`src/design/uart_params.svh`:
```
`ifndef UART_PARAMS_SVH
`define UART_PARAMS_SVH

// Default system clock in Hz
`define UART_CLOCK_FREQ 125_000_000

// Default line rate in bits per second
`define UART_BAUD_RATE 115_200

// Cycles trimmed from every symbol period
// The board oscillator runs slightly off nominal
// Without this trim the sample points drift over long bursts
`define UART_FPGA_OFFSET 5

// Default receive queue depth
// Must be a power of two so the pointers wrap on their own
`define UART_RX_DEPTH 8

`endif
```
`src/design/uart_pkg.sv`:
```
package uart_pkg;

    // One byte on its way downstream
    // Pairs with a separate ready wire from the consumer
    typedef struct packed {
        logic       valid;
        logic [7:0] data;
    } uart_byte_t;

    // Register map of the MMIO port
    // Address 3 is unmapped and reads as zero
    typedef enum logic [1:0] {
        REG_STATUS  = 2'd0,
        REG_RX_DATA = 2'd1,
        REG_TX_DATA = 2'd2
    } uart_reg_e;

    // Bit positions inside the status word
    localparam int unsigned STATUS_RX_VALID_BIT = 0;
    localparam int unsigned STATUS_TX_READY_BIT = 1;
    localparam int unsigned STATUS_OVERRUN_BIT  = 2;

    // Host request, accepted on every clock with en high
    typedef struct packed {
        logic        en;
        logic        we;
        uart_reg_e   addr;
        logic [31:0] wdata;
    } mmio_req_t;

    // Read response, one cycle after the request
    typedef struct packed {
        logic        rvalid;
        logic [31:0] rdata;
    } mmio_rsp_t;

endpackage

```
`src/design/uart_top.sv`:
```
`include "uart_params.svh"

module uart_top #(
    parameter int unsigned CLOCK_FREQ = `UART_CLOCK_FREQ,
    parameter int unsigned BAUD_RATE  = `UART_BAUD_RATE,
    parameter int unsigned RX_DEPTH   = `UART_RX_DEPTH
) (
    input  logic                clk,
    input  logic                rst,
    input  uart_pkg::mmio_req_t req,
    output uart_pkg::mmio_rsp_t rsp,
    input  logic                serial_in,
    output logic                serial_out
);

    import uart_pkg::*;

    // Receiver into queue
    uart_byte_t rx_to_fifo;
    logic       rx_to_fifo_ready;

    // Queue into register block
    uart_byte_t fifo_to_regs;
    logic       fifo_to_regs_ready;

    // Register block into transmitter
    uart_byte_t regs_to_tx;
    logic       tx_ready;

    logic       rx_overrun;

    uart_rx #(
        .CLOCK_FREQ (CLOCK_FREQ),
        .BAUD_RATE  (BAUD_RATE)
    ) uart_rx_inst (
        .clk       (clk),
        .rst       (rst),
        .serial_in (serial_in),
        .rx_byte   (rx_to_fifo),
        .rx_ready  (rx_to_fifo_ready),
        .overrun   (rx_overrun)
    );

    uart_rx_fifo #(
        .DEPTH (RX_DEPTH)
    ) uart_rx_fifo_inst (
        .clk       (clk),
        .rst       (rst),
        .in_byte   (rx_to_fifo),
        .in_ready  (rx_to_fifo_ready),
        .out_byte  (fifo_to_regs),
        .out_ready (fifo_to_regs_ready)
    );

    uart_regs uart_regs_inst (
        .clk      (clk),
        .rst      (rst),
        .req      (req),
        .rsp      (rsp),
        .rx_byte  (fifo_to_regs),
        .rx_ready (fifo_to_regs_ready),
        .overrun  (rx_overrun),
        .tx_byte  (regs_to_tx),
        .tx_ready (tx_ready)
    );

    uart_tx #(
        .CLOCK_FREQ (CLOCK_FREQ),
        .BAUD_RATE  (BAUD_RATE)
    ) uart_tx_inst (
        .clk        (clk),
        .rst        (rst),
        .tx_byte    (regs_to_tx),
        .tx_ready   (tx_ready),
        .serial_out (serial_out)
    );

endmodule

```
`src/design/uart_regs.sv`:
```
module uart_regs (
    input  logic                 clk,
    input  logic                 rst,
    input  uart_pkg::mmio_req_t  req,
    output uart_pkg::mmio_rsp_t  rsp,
    input  uart_pkg::uart_byte_t rx_byte,
    output logic                 rx_ready,
    input  logic                 overrun,
    output uart_pkg::uart_byte_t tx_byte,
    input  logic                 tx_ready
);

    import uart_pkg::*;

    logic        rd_en;
    logic        wr_en;
    logic        overrun_flag;
    logic        overrun_clear;
    logic [31:0] status_word;
    logic [31:0] rx_word;
    logic [31:0] rdata_next;
    logic [31:0] rdata_q;
    logic        rvalid_q;

    assign rd_en = req.en && !req.we;
    assign wr_en = req.en && req.we;

    // Pop the queue on the same clock as the data read
    assign rx_ready = rd_en && (req.addr == REG_RX_DATA);

    // Single-cycle valid toward the transmitter
    // Dropped if the transmitter is busy
    assign tx_byte = '{valid: wr_en && (req.addr == REG_TX_DATA), data: req.wdata[7:0]};

    // Write one to the overrun bit to clear it
    assign overrun_clear = wr_en && (req.addr == REG_STATUS)
                           && req.wdata[STATUS_OVERRUN_BIT];

    // Sticky, a fresh pulse beats a clear on the same clock
    always_ff @(posedge clk) begin
        if (rst) begin
            overrun_flag <= 1'b0;
        end else if (overrun) begin
            overrun_flag <= 1'b1;
        end else if (overrun_clear) begin
            overrun_flag <= 1'b0;
        end
    end

    always_comb begin
        status_word = '0;
        status_word[STATUS_RX_VALID_BIT] = rx_byte.valid;
        status_word[STATUS_TX_READY_BIT] = tx_ready;
        status_word[STATUS_OVERRUN_BIT]  = overrun_flag;
    end

    // Empty queue reads as zero
    assign rx_word = rx_byte.valid ? {24'h0, rx_byte.data} : 32'h0;

    // Read mux, the transmit register reads back as zero
    always_comb begin
        case (req.addr)
            REG_STATUS:  rdata_next = status_word;
            REG_RX_DATA: rdata_next = rx_word;
            default:     rdata_next = 32'h0;
        endcase
    end

    // Fixed one-cycle read latency
    always_ff @(posedge clk) begin
        if (rst) begin
            rvalid_q <= 1'b0;
        end else begin
            rvalid_q <= rd_en;
        end
    end

    always_ff @(posedge clk) begin
        if (rd_en) begin
            rdata_q <= rdata_next;
        end
    end

    assign rsp = '{rvalid: rvalid_q, rdata: rdata_q};

endmodule

```
`src/design/uart_rx_fifo.sv`:
```
`include "uart_params.svh"

module uart_rx_fifo #(
    parameter int unsigned DEPTH = `UART_RX_DEPTH
) (
    input  logic                 clk,
    input  logic                 rst,
    input  uart_pkg::uart_byte_t in_byte,
    output logic                 in_ready,
    output uart_pkg::uart_byte_t out_byte,
    input  logic                 out_ready
);

    // Pointers wrap naturally for a power-of-two depth
    localparam int unsigned PTR_W = $clog2(DEPTH);
    localparam int unsigned CNT_W = $clog2(DEPTH + 1);

    logic [7:0]       mem [DEPTH];
    logic [PTR_W-1:0] wr_ptr;
    logic [PTR_W-1:0] rd_ptr;
    logic [CNT_W-1:0] count;
    logic             full;
    logic             empty;
    logic             push;
    logic             pop;

    assign full  = (count == CNT_W'(DEPTH));
    assign empty = (count == '0);

    assign in_ready = !full;
    assign push     = in_byte.valid && !full;
    assign pop      = out_ready && !empty;

    // Storage only
    always_ff @(posedge clk) begin
        if (push) begin
            mem[wr_ptr] <= in_byte.data;
        end
    end

    always_ff @(posedge clk) begin
        if (rst) begin
            wr_ptr <= '0;
            rd_ptr <= '0;
        end else begin
            if (push) begin
                wr_ptr <= wr_ptr + 1'b1;
            end
            if (pop) begin
                rd_ptr <= rd_ptr + 1'b1;
            end
        end
    end

    // Occupancy, unchanged on simultaneous push and pop
    always_ff @(posedge clk) begin
        if (rst) begin
            count <= '0;
        end else begin
            case ({push, pop})
                2'b10:   count <= count + 1'b1;
                2'b01:   count <= count - 1'b1;
                default: count <= count;
            endcase
        end
    end

    // Head of the queue, visible the clock after its push
    assign out_byte = '{valid: !empty, data: mem[rd_ptr]};

endmodule

```
`src/design/uart_tx.sv`:
```
`include "uart_params.svh"

module uart_tx #(
    parameter int unsigned CLOCK_FREQ = `UART_CLOCK_FREQ,
    parameter int unsigned BAUD_RATE  = `UART_BAUD_RATE
) (
    input  logic                 clk,
    input  logic                 rst,
    input  uart_pkg::uart_byte_t tx_byte,
    output logic                 tx_ready,
    output logic                 serial_out
);

    // Same symbol period as the receiver
    localparam int unsigned SYMBOL_CYCLES = (CLOCK_FREQ / BAUD_RATE) - `UART_FPGA_OFFSET;
    localparam int unsigned CNT_W = $clog2(SYMBOL_CYCLES);
    localparam logic [CNT_W-1:0] EDGE_COUNT = CNT_W'(SYMBOL_CYCLES - 1);

    logic [CNT_W-1:0] clock_count;
    logic [3:0]       bit_count;
    logic [9:0]       frame;
    logic             accept;
    logic             symbol_edge;

    // Idle once every symbol of the frame has gone out
    assign tx_ready = (bit_count == 4'd0);

    assign accept      = tx_byte.valid && tx_ready;
    assign symbol_edge = (clock_count == EDGE_COUNT);

    // Symbols left in the current frame
    always_ff @(posedge clk) begin
        if (rst) begin
            bit_count <= 4'd0;
        end else if (accept) begin
            bit_count <= 4'd10;
        end else if (symbol_edge && !tx_ready) begin
            bit_count <= bit_count - 4'd1;
        end
    end

    // Parked at zero while idle
    always_ff @(posedge clk) begin
        if (rst || accept || symbol_edge) begin
            clock_count <= '0;
        end else if (!tx_ready) begin
            clock_count <= clock_count + 1'b1;
        end
    end

    // Stop bit, data, start bit from MSB down
    // Ones shift in behind the frame so the line rests high
    always_ff @(posedge clk) begin
        if (rst) begin
            frame <= '1;
        end else if (accept) begin
            frame <= {1'b1, tx_byte.data, 1'b0};
        end else if (symbol_edge && !tx_ready) begin
            frame <= {1'b1, frame[9:1]};
        end
    end

    // Straight from a flop, no glitches on the pin
    assign serial_out = frame[0];

endmodule

```
`src/design/uart_rx.sv`:
```
`include "uart_params.svh"

module uart_rx #(
    parameter int unsigned CLOCK_FREQ = `UART_CLOCK_FREQ,
    parameter int unsigned BAUD_RATE  = `UART_BAUD_RATE
) (
    input  logic                 clk,
    input  logic                 rst,
    input  logic                 serial_in,
    output uart_pkg::uart_byte_t rx_byte,
    input  logic                 rx_ready,
    output logic                 overrun
);

    // Symbol period in clock cycles, trimmed for the board oscillator
    localparam int unsigned SYMBOL_CYCLES = (CLOCK_FREQ / BAUD_RATE) - `UART_FPGA_OFFSET;
    localparam int unsigned CNT_W = $clog2(SYMBOL_CYCLES);
    localparam logic [CNT_W-1:0] EDGE_COUNT = CNT_W'(SYMBOL_CYCLES - 1);
    localparam logic [CNT_W-1:0] SAMPLE_COUNT = CNT_W'(SYMBOL_CYCLES / 2);

    logic [CNT_W-1:0] clock_count;
    logic [3:0]       bit_count;
    logic [7:0]       data_shift;
    logic [7:0]       data_held;
    logic             has_byte;
    logic             running;
    logic             start;
    logic             symbol_edge;
    logic             sample;
    logic             data_symbol;
    logic             frame_done;

    // Frame in progress while symbols remain
    assign running = (bit_count != 4'd0);

    // Low line while idle is taken as a start bit
    assign start = !serial_in && !running;

    assign symbol_edge = (clock_count == EDGE_COUNT);
    assign sample      = (clock_count == SAMPLE_COUNT);

    // Counts 10 for start, 9..2 for data, 1 for stop
    assign data_symbol = (bit_count >= 4'd2) && (bit_count <= 4'd9);

    // End of the stop-bit symbol
    assign frame_done = running && symbol_edge && (bit_count == 4'd1);

    // Ten symbols per character
    always_ff @(posedge clk) begin
        if (rst) begin
            bit_count <= 4'd0;
        end else if (start) begin
            bit_count <= 4'd10;
        end else if (symbol_edge && running) begin
            bit_count <= bit_count - 4'd1;
        end
    end

    // Realigned to the falling start edge
    always_ff @(posedge clk) begin
        if (rst || start || symbol_edge) begin
            clock_count <= '0;
        end else begin
            clock_count <= clock_count + 1'b1;
        end
    end

    // Mid-symbol sampling, LSB arrives first
    // Start and stop bits are not kept
    always_ff @(posedge clk) begin
        if (sample && data_symbol) begin
            data_shift <= {serial_in, data_shift[7:1]};
        end
    end

    // Byte copy held for the consumer
    // A new character replaces it even if not taken
    always_ff @(posedge clk) begin
        if (frame_done) begin
            data_held <= data_shift;
        end
    end

    always_ff @(posedge clk) begin
        if (rst) begin
            has_byte <= 1'b0;
        end else if (frame_done) begin
            has_byte <= 1'b1;
        end else if (rx_ready) begin
            has_byte <= 1'b0;
        end
    end

    // Old byte lost when a frame lands on an untaken byte
    assign overrun = frame_done && has_byte && !rx_ready;

    assign rx_byte = '{valid: has_byte, data: data_held};

endmodule

```
`config.mk`:
```
export PLATFORM = sky130hd
export DESIGN_NAME = uart_top
export DESIGN_NICKNAME = d
export VERILOG_FILES = /design/src/design/uart_pkg.sv /design/src/design/uart_top.sv /design/src/design/uart_regs.sv /design/src/design/uart_rx_fifo.sv /design/src/design/uart_tx.sv /design/src/design/uart_rx.sv
export VERILOG_INCLUDE_DIRS = /design/src /design/src/design
export SDC_FILE = /design/constraint.sdc
export NUM_CORES = 1
export LEC_CHECK = 0
export BUFFER_PORTS_ARGS = -buffer_cell sky130_fd_sc_hd__buf_2
export CORE_ASPECT_RATIO = 1.25
export CORE_MARGIN = 2
export CORE_UTILIZATION = 55
export DETAILED_ROUTE_END_ITERATION = 10
export PLACE_DENSITY = 0.76
export RECOVER_POWER = 50
export SYNTH_ARGS = -nofsm -noshare
export SYNTH_HDL_FRONTEND = slang
export SYNTH_SLANG_ARGS = --single-unit
```
`constraint.sdc`:
```
create_clock -name clk -period 3 [get_ports clk]
set_input_delay 0.3 -clock clk [delete_from_list [all_inputs] [get_ports clk]]
set_output_delay 0.3 -clock clk [all_outputs]
set_load 0.02 [all_outputs]
```
==> summary.txt, run 1 <==
FLOORPLAN
------------------------------------------------------------------------------------------------------
Initial core utilization                                                                         0.568
Die X-Extent                                                                                   97.6 um
Area of the core                                                                          0.0106 sq mm
Rows                                                                                                42
Die footprint                                                                             0.0118 sq mm
Top-Level Pins                                                                                      73
Height of the die                                                                               121 um

SYNTHESIS
------------------------------------------------------------------------------------------------------
Area share of the largest cell type after synthesis                                              0.438
Leading cell types by total area after synthesis                                          sky130_fd_sc_hd__edfxtp_1 (44%), sky130_fd_sc_hd__dfxtp_1 (18%), sky130_fd_sc_hd__mux4_2 (6.0%), sky130_fd_sc_hd__nor2_1 (3.2%), sky130_fd_sc_hd__buf_4 (3.1%)
Leading register cell type out of synthesis                                               sky130_fd_sc_hd__edfxtp_1
Post-synth ARST share                                                                                0
Warnings, synthesis                                                                                  0
Flops & latches, synth                                                                             143
Count of different cell masters after synthesis                                                     52
Sequential share of the synthesized area                                                         0.621
Area of the mapped netlist                                                                0.00603 sq mm
Count of flip-flops with a built-in enable after synthesis                                          88
Synth Instances                                                                                    455
Area leader, netlist                                                                      sky130_fd_sc_hd__edfxtp_1
Synthesized area per cell                                                                   13.2 sq um

WORST SETUP PATH
------------------------------------------------------------------------------------------------------
Critical R2R Capture                                                                      uart_rx_fifo_inst.count[2]$_SDFFE_PP0P_
Worst setup slack for register-to-register paths                                               0.19 ns
Critical path launch point                                                                uart_rx_fifo_inst.count[0]$_SDFFE_PP0P_
Count of cells along the worst register-to-register path                                            10
Critical setup path kind                                                                  flip-flop to flip-flop
Maximum net fanout on the critical path                                                              7
Reg2reg start                                                                             uart_rx_fifo_inst.count[0]$_SDFFE_PP0P_
Crit path arrival time                                                                         3.14 ns
CP required                                                                                    3.32 ns
Endpoint class of the critical path                                                          flip-flop
Kind of start point of the critical path                                                     flip-flop
CP endpoint                                                                               uart_rx_fifo_inst.count[2]$_SDFFE_PP0P_

PWR
------------------------------------------------------------------------------------------------------
Clock network fraction of design power                                                           0.512
Internal Power                                                                                 3.67 mW
Portion of total power attributed to combinational logic                                         0.027
Net switching share of the total power                                                           0.193
Cell Pwr Density                                                                           661 mW/mm^2
IR Drop Worst-Case VDD                                                                        0.414 mV
Leakage power total                                                                            2.34 nW
Sequential Power Share                                                                           0.461
Net switching power                                                                           0.876 mW

ROUTING
------------------------------------------------------------------------------------------------------
Vias per inst                                                                                     5.75
Wire length the detailed router placed on met1                                                 4.35 mm
Antenna Nets Post-Route                                                                              0
Metal2 WL                                                                                      5.84 mm
Post-detailed-route wirelength per cell                                                        17.3 um
Initial detailed-routing violation count                                                           184
Total via count in the routed design                                                              3641
Detailed-router iteration count before antenna repair                                                4
Amount of wire on met3 after detailed routing                                                   427 um
Highest metal layer used by the detailed router                                                   met4
DRC viols                                                                                            0
Routed wire length                                                                             10.9 mm

GLOBAL ROUTING
------------------------------------------------------------------------------------------------------
Vias in the first global route                                                                    3575
Global-route wire length before repair                                                         17.4 mm
Total global routing overflow                                                                        0
Overall routing resource usage                                                                   0.191
Initial antenna violation count                                                                      0
Maximum number of pins on one net before global-route repair                                        43

STA
------------------------------------------------------------------------------------------------------
Max Clock Freq                                                                                 356 MHz
Sum of negative setup slack                                                                       0 ns
Final hold slack                                                                              0.177 ns
Final slew viol count                                                                               43
Tcrit/Tclk final                                                                                 0.937
Final setup violation count                                                                          0
Tmin final                                                                                     2.81 ns
Slew at the pin closest to its max-slew limit                                                  1.70 ns
PnR worst setup slack                                                                         0.188 ns
Final worst clock skew                                                                      0.00559 ns
Remaining max-slew budget at the tightest pin                                                   -0.132
Hold Violations, Final                                                                               0
Unrepaired setup endpoints after global routing                                                  false

FINAL LAYOUT
------------------------------------------------------------------------------------------------------
Number of nets in the layout                                                                       541
Most common cell after layout, fill and taps aside                                        sky130_fd_sc_hd__edfxtp_1
Most frequent cells in the layout                                                         sky130_fd_sc_hd__edfxtp_1 (88), sky130_fd_sc_hd__dfxtp_1 (55), sky130_fd_sc_hd__nor2_1 (51)
Fill cells                                                                                         791
Number of diodes added for antenna fixing                                                            0
Share of post-route cells with drive strength above 1                                            0.158
Area growth, synth to finish                                                                     14.1%

PLACED DESIGN
------------------------------------------------------------------------------------------------------
Weighted congestion reported at the end of routability-driven placement                          0.850
Port Buf Inserts                                                                                    24
Detailed placement HPWL                                                                        7.04 mm
Pre-CTS worst setup slack                                                                     0.243 ns

CLOCK TREE
------------------------------------------------------------------------------------------------------
Setup Buffers After CTS                                                                              0
CTS tree                                                                                          done
Inserted Clock Buffers                                                                              17
Largest buffer count on any clock path                                                               2
TritonCTS sink count                                                                               143
Clock root buffer                                                                         sky130_fd_sc_hd__clkbuf_16
H-tree levels                                                                                        4
Later-pin clock latency in the skew report                                                     0.41 ns
Number of buffers added to fix hold violations after cts                                             0
Total of cells resized after clock tree synthesis                                                    0
Clock transition at the register clock pins on the worst setup and hold paths after CTS        0.06 ns

HOLD PATH
------------------------------------------------------------------------------------------------------
Cells on Worst Hold Path                                                                             3
Worst hold-check path type                                                                input pin to flip-flop

RUN STATUS
------------------------------------------------------------------------------------------------------
Run status                                                                                complete, but fails checks
Failing checks                                                                            capacitance limit, slew limit

FLOW RUN
------------------------------------------------------------------------------------------------------
Max_cap viols                                                                                        1

-- flip-flops by register name, summed over array words and instances, names as in the netlist, named ones only --
register	cells
uart_rx_fifo_inst.wr_ptr	3
uart_regs_inst.overrun_flag	1
uart_regs_inst.rvalid_q	1
uart_rx_inst.clock_count	11
uart_rx_inst.has_byte	1
uart_tx_inst.frame	9
uart_tx_inst.clock_count	11
uart_regs_inst.rdata_q	8
uart_rx_fifo_inst.rd_ptr	3
uart_rx_fifo_inst.count	4
uart_rx_fifo_inst.mem	64
uart_tx_inst.bit_count	4
uart_rx_inst.bit_count	4
uart_rx_inst.data_held	8
uart_rx_inst.data_shift	8
-- metal layers --
metal / up-vias / track usage
met5: - / 0
met4: 0 / 0.107
met3: 26 / 0.0397
met2: 98 / 0.337
met1: 1787 / 0.217
li1: 1730 / -
-- synthesized netlist by cell type (all sizes together) (3+ instances only) --
| library cell | n |
|---|---|
| mux2i | 11 |
| o21ai | 6 |
| a21oi | 8 |
| ha | 13 |
| nor2 | 51 |
| mux4 | 16 |
| nand2 | 13 |
| a221oi | 7 |
| nor4b | 4 |
| nand2b | 5 |
| and4 | 5 |
| or3 | 3 |
| clkbuf | 13 |
| nor3 | 17 |
| buf | 30 |
| nor4 | 13 |
| edfxtp | 88 |
| nand4 | 11 |
| and3 | 4 |
| nand3 | 11 |
| nor3b | 4 |
| xnor2 | 9 |
| dfxtp | 55 |
| xor2 | 18 |
| inv | 10 |
-- critical path, stage by stage (launching register included) --
cell	delay (ns)
sky130_fd_sc_hd__dfxtp_1	0.37
sky130_fd_sc_hd__nor4_1	0.65
sky130_fd_sc_hd__nor3_1	0.17
sky130_fd_sc_hd__buf_4	0.21
sky130_fd_sc_hd__ha_1	0.26
sky130_fd_sc_hd__xor2_1	0.16
sky130_fd_sc_hd__ha_1	0.19
sky130_fd_sc_hd__a21oi_1	0.15
sky130_fd_sc_hd__xor2_1	0.09
sky130_fd_sc_hd__or3_1	0.31
sky130_fd_sc_hd__a21oi_1	0.14
-- worst min path at each step --
stage                                               startpoint                                    to  slack [ns]
after floorplan                                      serial_in  uart_rx_inst.data_shift[7]$_DFFE_PP_        0.40
after global placement    uart_rx_inst.data_shift[0]$_DFFE_PP_   uart_rx_inst.data_held[0]$_DFFE_PP_        0.41
after detailed placement  uart_rx_inst.data_shift[0]$_DFFE_PP_   uart_rx_inst.data_held[0]$_DFFE_PP_        0.41
after CTS                                            serial_in  uart_rx_inst.data_shift[7]$_DFFE_PP_        0.12
after global routing                                 serial_in  uart_rx_inst.data_shift[7]$_DFFE_PP_        0.19
final                                                   req[2]    uart_tx_inst.frame[3]$_SDFFE_PP1P_        0.18
-- area by class of cell --
type	count	area [sq um]	area share
Timing Repair Buffer	35	183	0.0266
Inverter	10	37.5	0.00546
Tap cell	132	165	0.0240
Multi-Input combinational cell	282	2080	0.302
Clock inverter	14	241	0.0351
Sequential cell	143	3740	0.544
Clock buffer	17	425	0.0619
-- power by group through the flow --
stage	Combinational, mW	Sequential, mW	Clock (mW)
CTS	0.126	2.09	2.36
floorplan	0.113	2.14	0
global route	0.139	2.10	2.43
finish	0.125	2.09	2.33
detailed placement	0.125	2.13	0
global placement	0.121	2.13	0
-- through the flow --
step,power [mW],cell area [sq um],cells,util
2_1_floorplan,2.25,6110,478,-
3_3_place_gp,2.26,6230,602,0.587
3_5_place_dp,2.26,6230,602,0.587
4_1_cts,4.58,6900,633,0.650
5_1_grt,4.67,6880,633,0.648
6_report,4.54,6880,633,0.648
-- cell families after synthesis --
kind of cell / after synthesis / share of synthesized area
adders and majority gates: 13 / 0.0270
DFF: 143 / 0.621
muxes: 27 / 0.0781
AOI/OAI and AO/OA: 35 / 0.0415
other: 1 / 0.000622
xor gates and xnor gates: 27 / 0.0392
and+or+nand+nor: 156 / 0.143
buffers and inverters: 53 / 0.0494
No activity file was read; power rests on OpenSTA's default activity.
==> run 2: changes to the inputs <==
SYNTH_HIERARCHICAL = 1   (was default)
==> summary.txt, run 2 <==
RUN STATUS
------------------------------------------------------------------------------------------------------
Run status                                                                                complete, no violations   was complete, but fails checks

FLOW RUN
------------------------------------------------------------------------------------------------------
Max_cap viols                                                                                        0   was 1

SYNTHESIS
------------------------------------------------------------------------------------------------------
Count of flip-flops with a built-in enable after synthesis                                          88   unchanged
Warnings, synthesis                                                                                  6   was 0
Count of different cell masters after synthesis                                                     59   was 52
Leading register cell type out of synthesis                                               sky130_fd_sc_hd__edfxtp_1   unchanged
Area leader, netlist                                                                      sky130_fd_sc_hd__edfxtp_1   unchanged
Top cell types by occurrence after synthesis                                              sky130_fd_sc_hd__edfxtp_1 (88), sky130_fd_sc_hd__dfxtp_1 (55), sky130_fd_sc_hd__nor2_1 (45)   was sky130_fd_sc_hd__edfxtp_1 (88), sky130_fd_sc_hd__dfxtp_1 (55), sky130_fd_sc_hd__nor2_1 (51)
Leading cell types by total area after synthesis                                          sky130_fd_sc_hd__edfxtp_1 (42%), sky130_fd_sc_hd__dfxtp_1 (18%), sky130_fd_sc_hd__mux4_1 (5.9%), sky130_fd_sc_hd__buf_4 (4.2%), sky130_fd_sc_hd__nor2_1 (2.7%)   was sky130_fd_sc_hd__edfxtp_1 (44%), sky130_fd_sc_hd__dfxtp_1 (18%), sky130_fd_sc_hd__mux4_2 (6.0%), sky130_fd_sc_hd__nor2_1 (3.2%), sky130_fd_sc_hd__buf_4 (3.1%)
Most common cell in the synthesized netlist                                               sky130_fd_sc_hd__edfxtp_1   unchanged
Sequential share of the synthesized area                                                         0.596   was 0.621
Area share of the largest cell type after synthesis                                              0.421   was 0.438
Synth Instances                                                                                    465   was 455
Flops & latches, synth                                                                             143   unchanged
Area of the mapped netlist                                                                0.00628 sq mm   was 0.00603 sq mm
Post-synth ARST share                                                                                0   unchanged
Synthesized area per cell                                                                   13.5 sq um   was 13.2 sq um

CLOCK TREE
------------------------------------------------------------------------------------------------------
H-tree levels                                                                                        4   unchanged
Inserted Clock Buffers                                                                              17   unchanged
Total of cells resized after clock tree synthesis                                                    0   unchanged
CTS tree                                                                                          done   unchanged
Largest buffer count on any clock path                                                               2   unchanged
TritonCTS sink count                                                                               143   unchanged
Later-pin clock latency in the skew report                                                     0.41 ns   about the same
Setup Buffers After CTS                                                                              0   unchanged
Clock transition at the register clock pins on the worst setup and hold paths after CTS        0.06 ns   about the same
Number of buffers added to fix hold violations after cts                                             0   unchanged
Clock root buffer                                                                         sky130_fd_sc_hd__clkbuf_16   unchanged

FLOORPLAN
------------------------------------------------------------------------------------------------------
Rows                                                                                                43   was 42
Top-Level Pins                                                                                      73   unchanged
Height of the die                                                                               123 um   was 121 um
Initial core utilization                                                                         0.564   was 0.568
Die footprint                                                                             0.0123 sq mm   was 0.0118 sq mm
Die X-Extent                                                                                   99.6 um   was 97.6 um
Area of the core                                                                          0.0111 sq mm   was 0.0106 sq mm

ROUTING
------------------------------------------------------------------------------------------------------
DRC viols                                                                                            0   unchanged
Total via count in the routed design                                                              3526   was 3641
Antenna Nets Post-Route                                                                              0   unchanged
Detailed-router iteration count before antenna repair                                                4   unchanged
Post-detailed-route wirelength per cell                                                        16.0 um   was 17.3 um
Routed wire length                                                                             10.3 mm   was 10.9 mm
Initial detailed-routing violation count                                                           177   was 184
Vias per inst                                                                                     5.48   was 5.75

GLOBAL ROUTING
------------------------------------------------------------------------------------------------------
Overall routing resource usage                                                                   0.182   was 0.191
Global-route wire length before repair                                                         16.8 mm   was 17.4 mm
Maximum number of pins on one net before global-route repair                                        25   was 43
Total global routing overflow                                                                        0   unchanged
Initial antenna violation count                                                                      0   unchanged
Vias in the first global route                                                                    3448   was 3575

PWR
------------------------------------------------------------------------------------------------------
IR Drop Worst-Case VDD                                                                        0.333 mV   was 0.414 mV
Cell Pwr Density                                                                           630 mW/mm^2   was 661 mW/mm^2
Leakage power total                                                                            2.46 nW   was 2.34 nW
PnR Total Power                                                                                4.41 mW   was 4.54 mW

STA
------------------------------------------------------------------------------------------------------
Remaining max-slew budget at the tightest pin                                                    0.513   was -0.132
Hold Violations, Final                                                                               0   unchanged
Final worst clock skew                                                                      0.00657 ns   was 0.00559 ns
Tcrit/Tclk final                                                                                 0.897   was 0.937
Unrepaired setup endpoints after global routing                                                  false   unchanged
Max Clock Freq                                                                                 372 MHz   was 356 MHz
Tmin final                                                                                     2.69 ns   was 2.81 ns
Final slew viol count                                                                                0   was 43
Final setup violation count                                                                          0   unchanged
Slew at the pin closest to its max-slew limit                                                 0.730 ns   was 1.70 ns
Sum of negative setup slack                                                                       0 ns   unchanged

WORST SETUP PATH
------------------------------------------------------------------------------------------------------
CP required                                                                                    3.35 ns   was 3.32 ns
Kind of start point of the critical path                                                     flip-flop   unchanged
Endpoint class of the critical path                                                          flip-flop   unchanged
Crit path arrival time                                                                         3.04 ns   was 3.14 ns
Maximum net fanout on the critical path                                                              8   was 7
Critical path launch point                                                                uart_rx_fifo_inst/count[1]$_SDFFE_PP0P_   was uart_rx_fifo_inst.count[0]$_SDFFE_PP0P_
Critical setup path kind                                                                  flip-flop to flip-flop   unchanged
Reg2reg start                                                                             uart_rx_fifo_inst/count[1]$_SDFFE_PP0P_   was uart_rx_fifo_inst.count[0]$_SDFFE_PP0P_

HOLD PATH
------------------------------------------------------------------------------------------------------
Worst hold-check path type                                                                input pin to flip-flop   unchanged
Critical hold path startpoint                                                                   req[2]   unchanged

FINAL LAYOUT
------------------------------------------------------------------------------------------------------
Register with the most flip-flops                                                         uart_rx_fifo_inst/mem   was uart_rx_fifo_inst.mem
Number of nets in the layout                                                                       547   was 541
Fill cells                                                                                         824   was 791
Most common cell after layout, fill and taps aside                                        sky130_fd_sc_hd__edfxtp_1   unchanged
Number of diodes added for antenna fixing                                                            0   unchanged
Largest register FFs                                                                                64   unchanged
Area growth, synth to finish                                                                     11.3%   was 14.1%
Most frequent cells in the layout                                                         sky130_fd_sc_hd__edfxtp_1 (88), sky130_fd_sc_hd__dfxtp_1 (55), sky130_fd_sc_hd__nor2_1 (45)   was sky130_fd_sc_hd__edfxtp_1 (88), sky130_fd_sc_hd__dfxtp_1 (55), sky130_fd_sc_hd__nor2_1 (51)
Top flop regs                                                                             uart_rx_fifo_inst/mem (64), uart_rx_inst/clock_count (11), uart_tx_inst/clock_count (11)   was uart_rx_fifo_inst.mem (64), uart_rx_inst.clock_count (11), uart_tx_inst.clock_count (11)
Share of post-route cells with drive strength above 1                                            0.134   was 0.158
Post-Route Utilization                                                                           0.628   was 0.648

PLACED DESIGN
------------------------------------------------------------------------------------------------------
Detailed placement HPWL                                                                        6.73 mm   was 7.04 mm
Weighted congestion reported at the end of routability-driven placement                          0.812   was 0.850
Port Buf Inserts                                                                                    24   unchanged

## run 2: cell types whose count changed after synthesis, sizes merged, moves of 7 or more
| cell | before | now |
|---|---|---|
| a211oi | 1 | 9 |
| a221oi | 7 | 0 |
| buf | 30 | 42 |
| clkbuf | 13 | 6 |
| mux2 | 0 | 9 |
| nand4 | 11 | 3 |
| nor2b | 2 | 13 |
| nor4 | 13 | 6 |
## run 2: area by class of cell
class                   instances  area [sq um]  share of cell area
clock buffers                  27           536              0.0766
clock inverters                 5          97.6              0.0140
inverters                      11          41.3             0.00591
multi-input cells             286          2220               0.318
flip-flops and latches        143          3740               0.536
well taps                     135           169              0.0242
repair buffers                 36           184              0.0263
## run 2: metal layers
metal,wire [um],vias up,GRT usage,part of all wire
met5,0,-,0,0
li1,-,1716,-,-
met1,4570,1728,0.222,0.44
met4,148,0,0.0813,0.014
met3,352,15,0.0497,0.034
met2,5210,67,0.303,0.51
## run 2: kinds of logic after synthesis
family / count (synthesis) / synth area share
DFF: 143 / 0.596
other: 1 / 0.000597
adders and majority gates: 13 / 0.0259
AOI/OAI and AO/OA: 34 / 0.0387
muxes: 33 / 0.0947
buffers and inverters: 59 / 0.0608
xor gates and xnor gates: 28 / 0.0391
and+or+nand+nor: 154 / 0.144
## run 2: worst max-delay path, stage by stage, from the launching register on
cell and delay, ns:
sky130_fd_sc_hd__dfxtp_1 0.37, sky130_fd_sc_hd__or4b_1 0.63, sky130_fd_sc_hd__nand2_1 0.30, sky130_fd_sc_hd__ha_1 0.32, sky130_fd_sc_hd__xor2_1 0.18, sky130_fd_sc_hd__ha_1 0.17
sky130_fd_sc_hd__a21oi_1 0.05, sky130_fd_sc_hd__xor2_1 0.17, sky130_fd_sc_hd__or3_1 0.31, sky130_fd_sc_hd__a21oi_1 0.14
## run 2: metrics by stage
stage / setup slack [ns] / instance area [sq um] / std cells / hold slack, ns
CTS: 0.412 / 7040 / 643 / 0.0741
detailed placement: 0.461 / 6410 / 611 / 0.434
global route: 0.152 / 6990 / 643 / 0.105
floorplan: 0.321 / 6360 / 488 / 0.368
finish: 0.309 / 6990 / 643 / 0.122
global placement: 0.524 / 6410 / 611 / 0.405
## run 2: report_power, final
group / switching (mW) / internal (mW)
registers: 0.0105 / 2.08
logic: 0.0900 / 0.0362
clock network: 0.720 / 1.47
total: 0.821 / 3.58
## run 2: final timing paths
path	to	slack, ns	cells after the start
min	uart_regs_inst/overrun_flag$_SDFFE_PP0P_	0.12	2
max	uart_rx_fifo_inst/count[2]$_SDFFE_PP0P_	0.31	9
min reg2reg	uart_rx_inst/data_held[0]$_DFFE_PP_	0.45	0
max reg2reg	uart_rx_fifo_inst/count[2]$_SDFFE_PP0P_	0.31	9
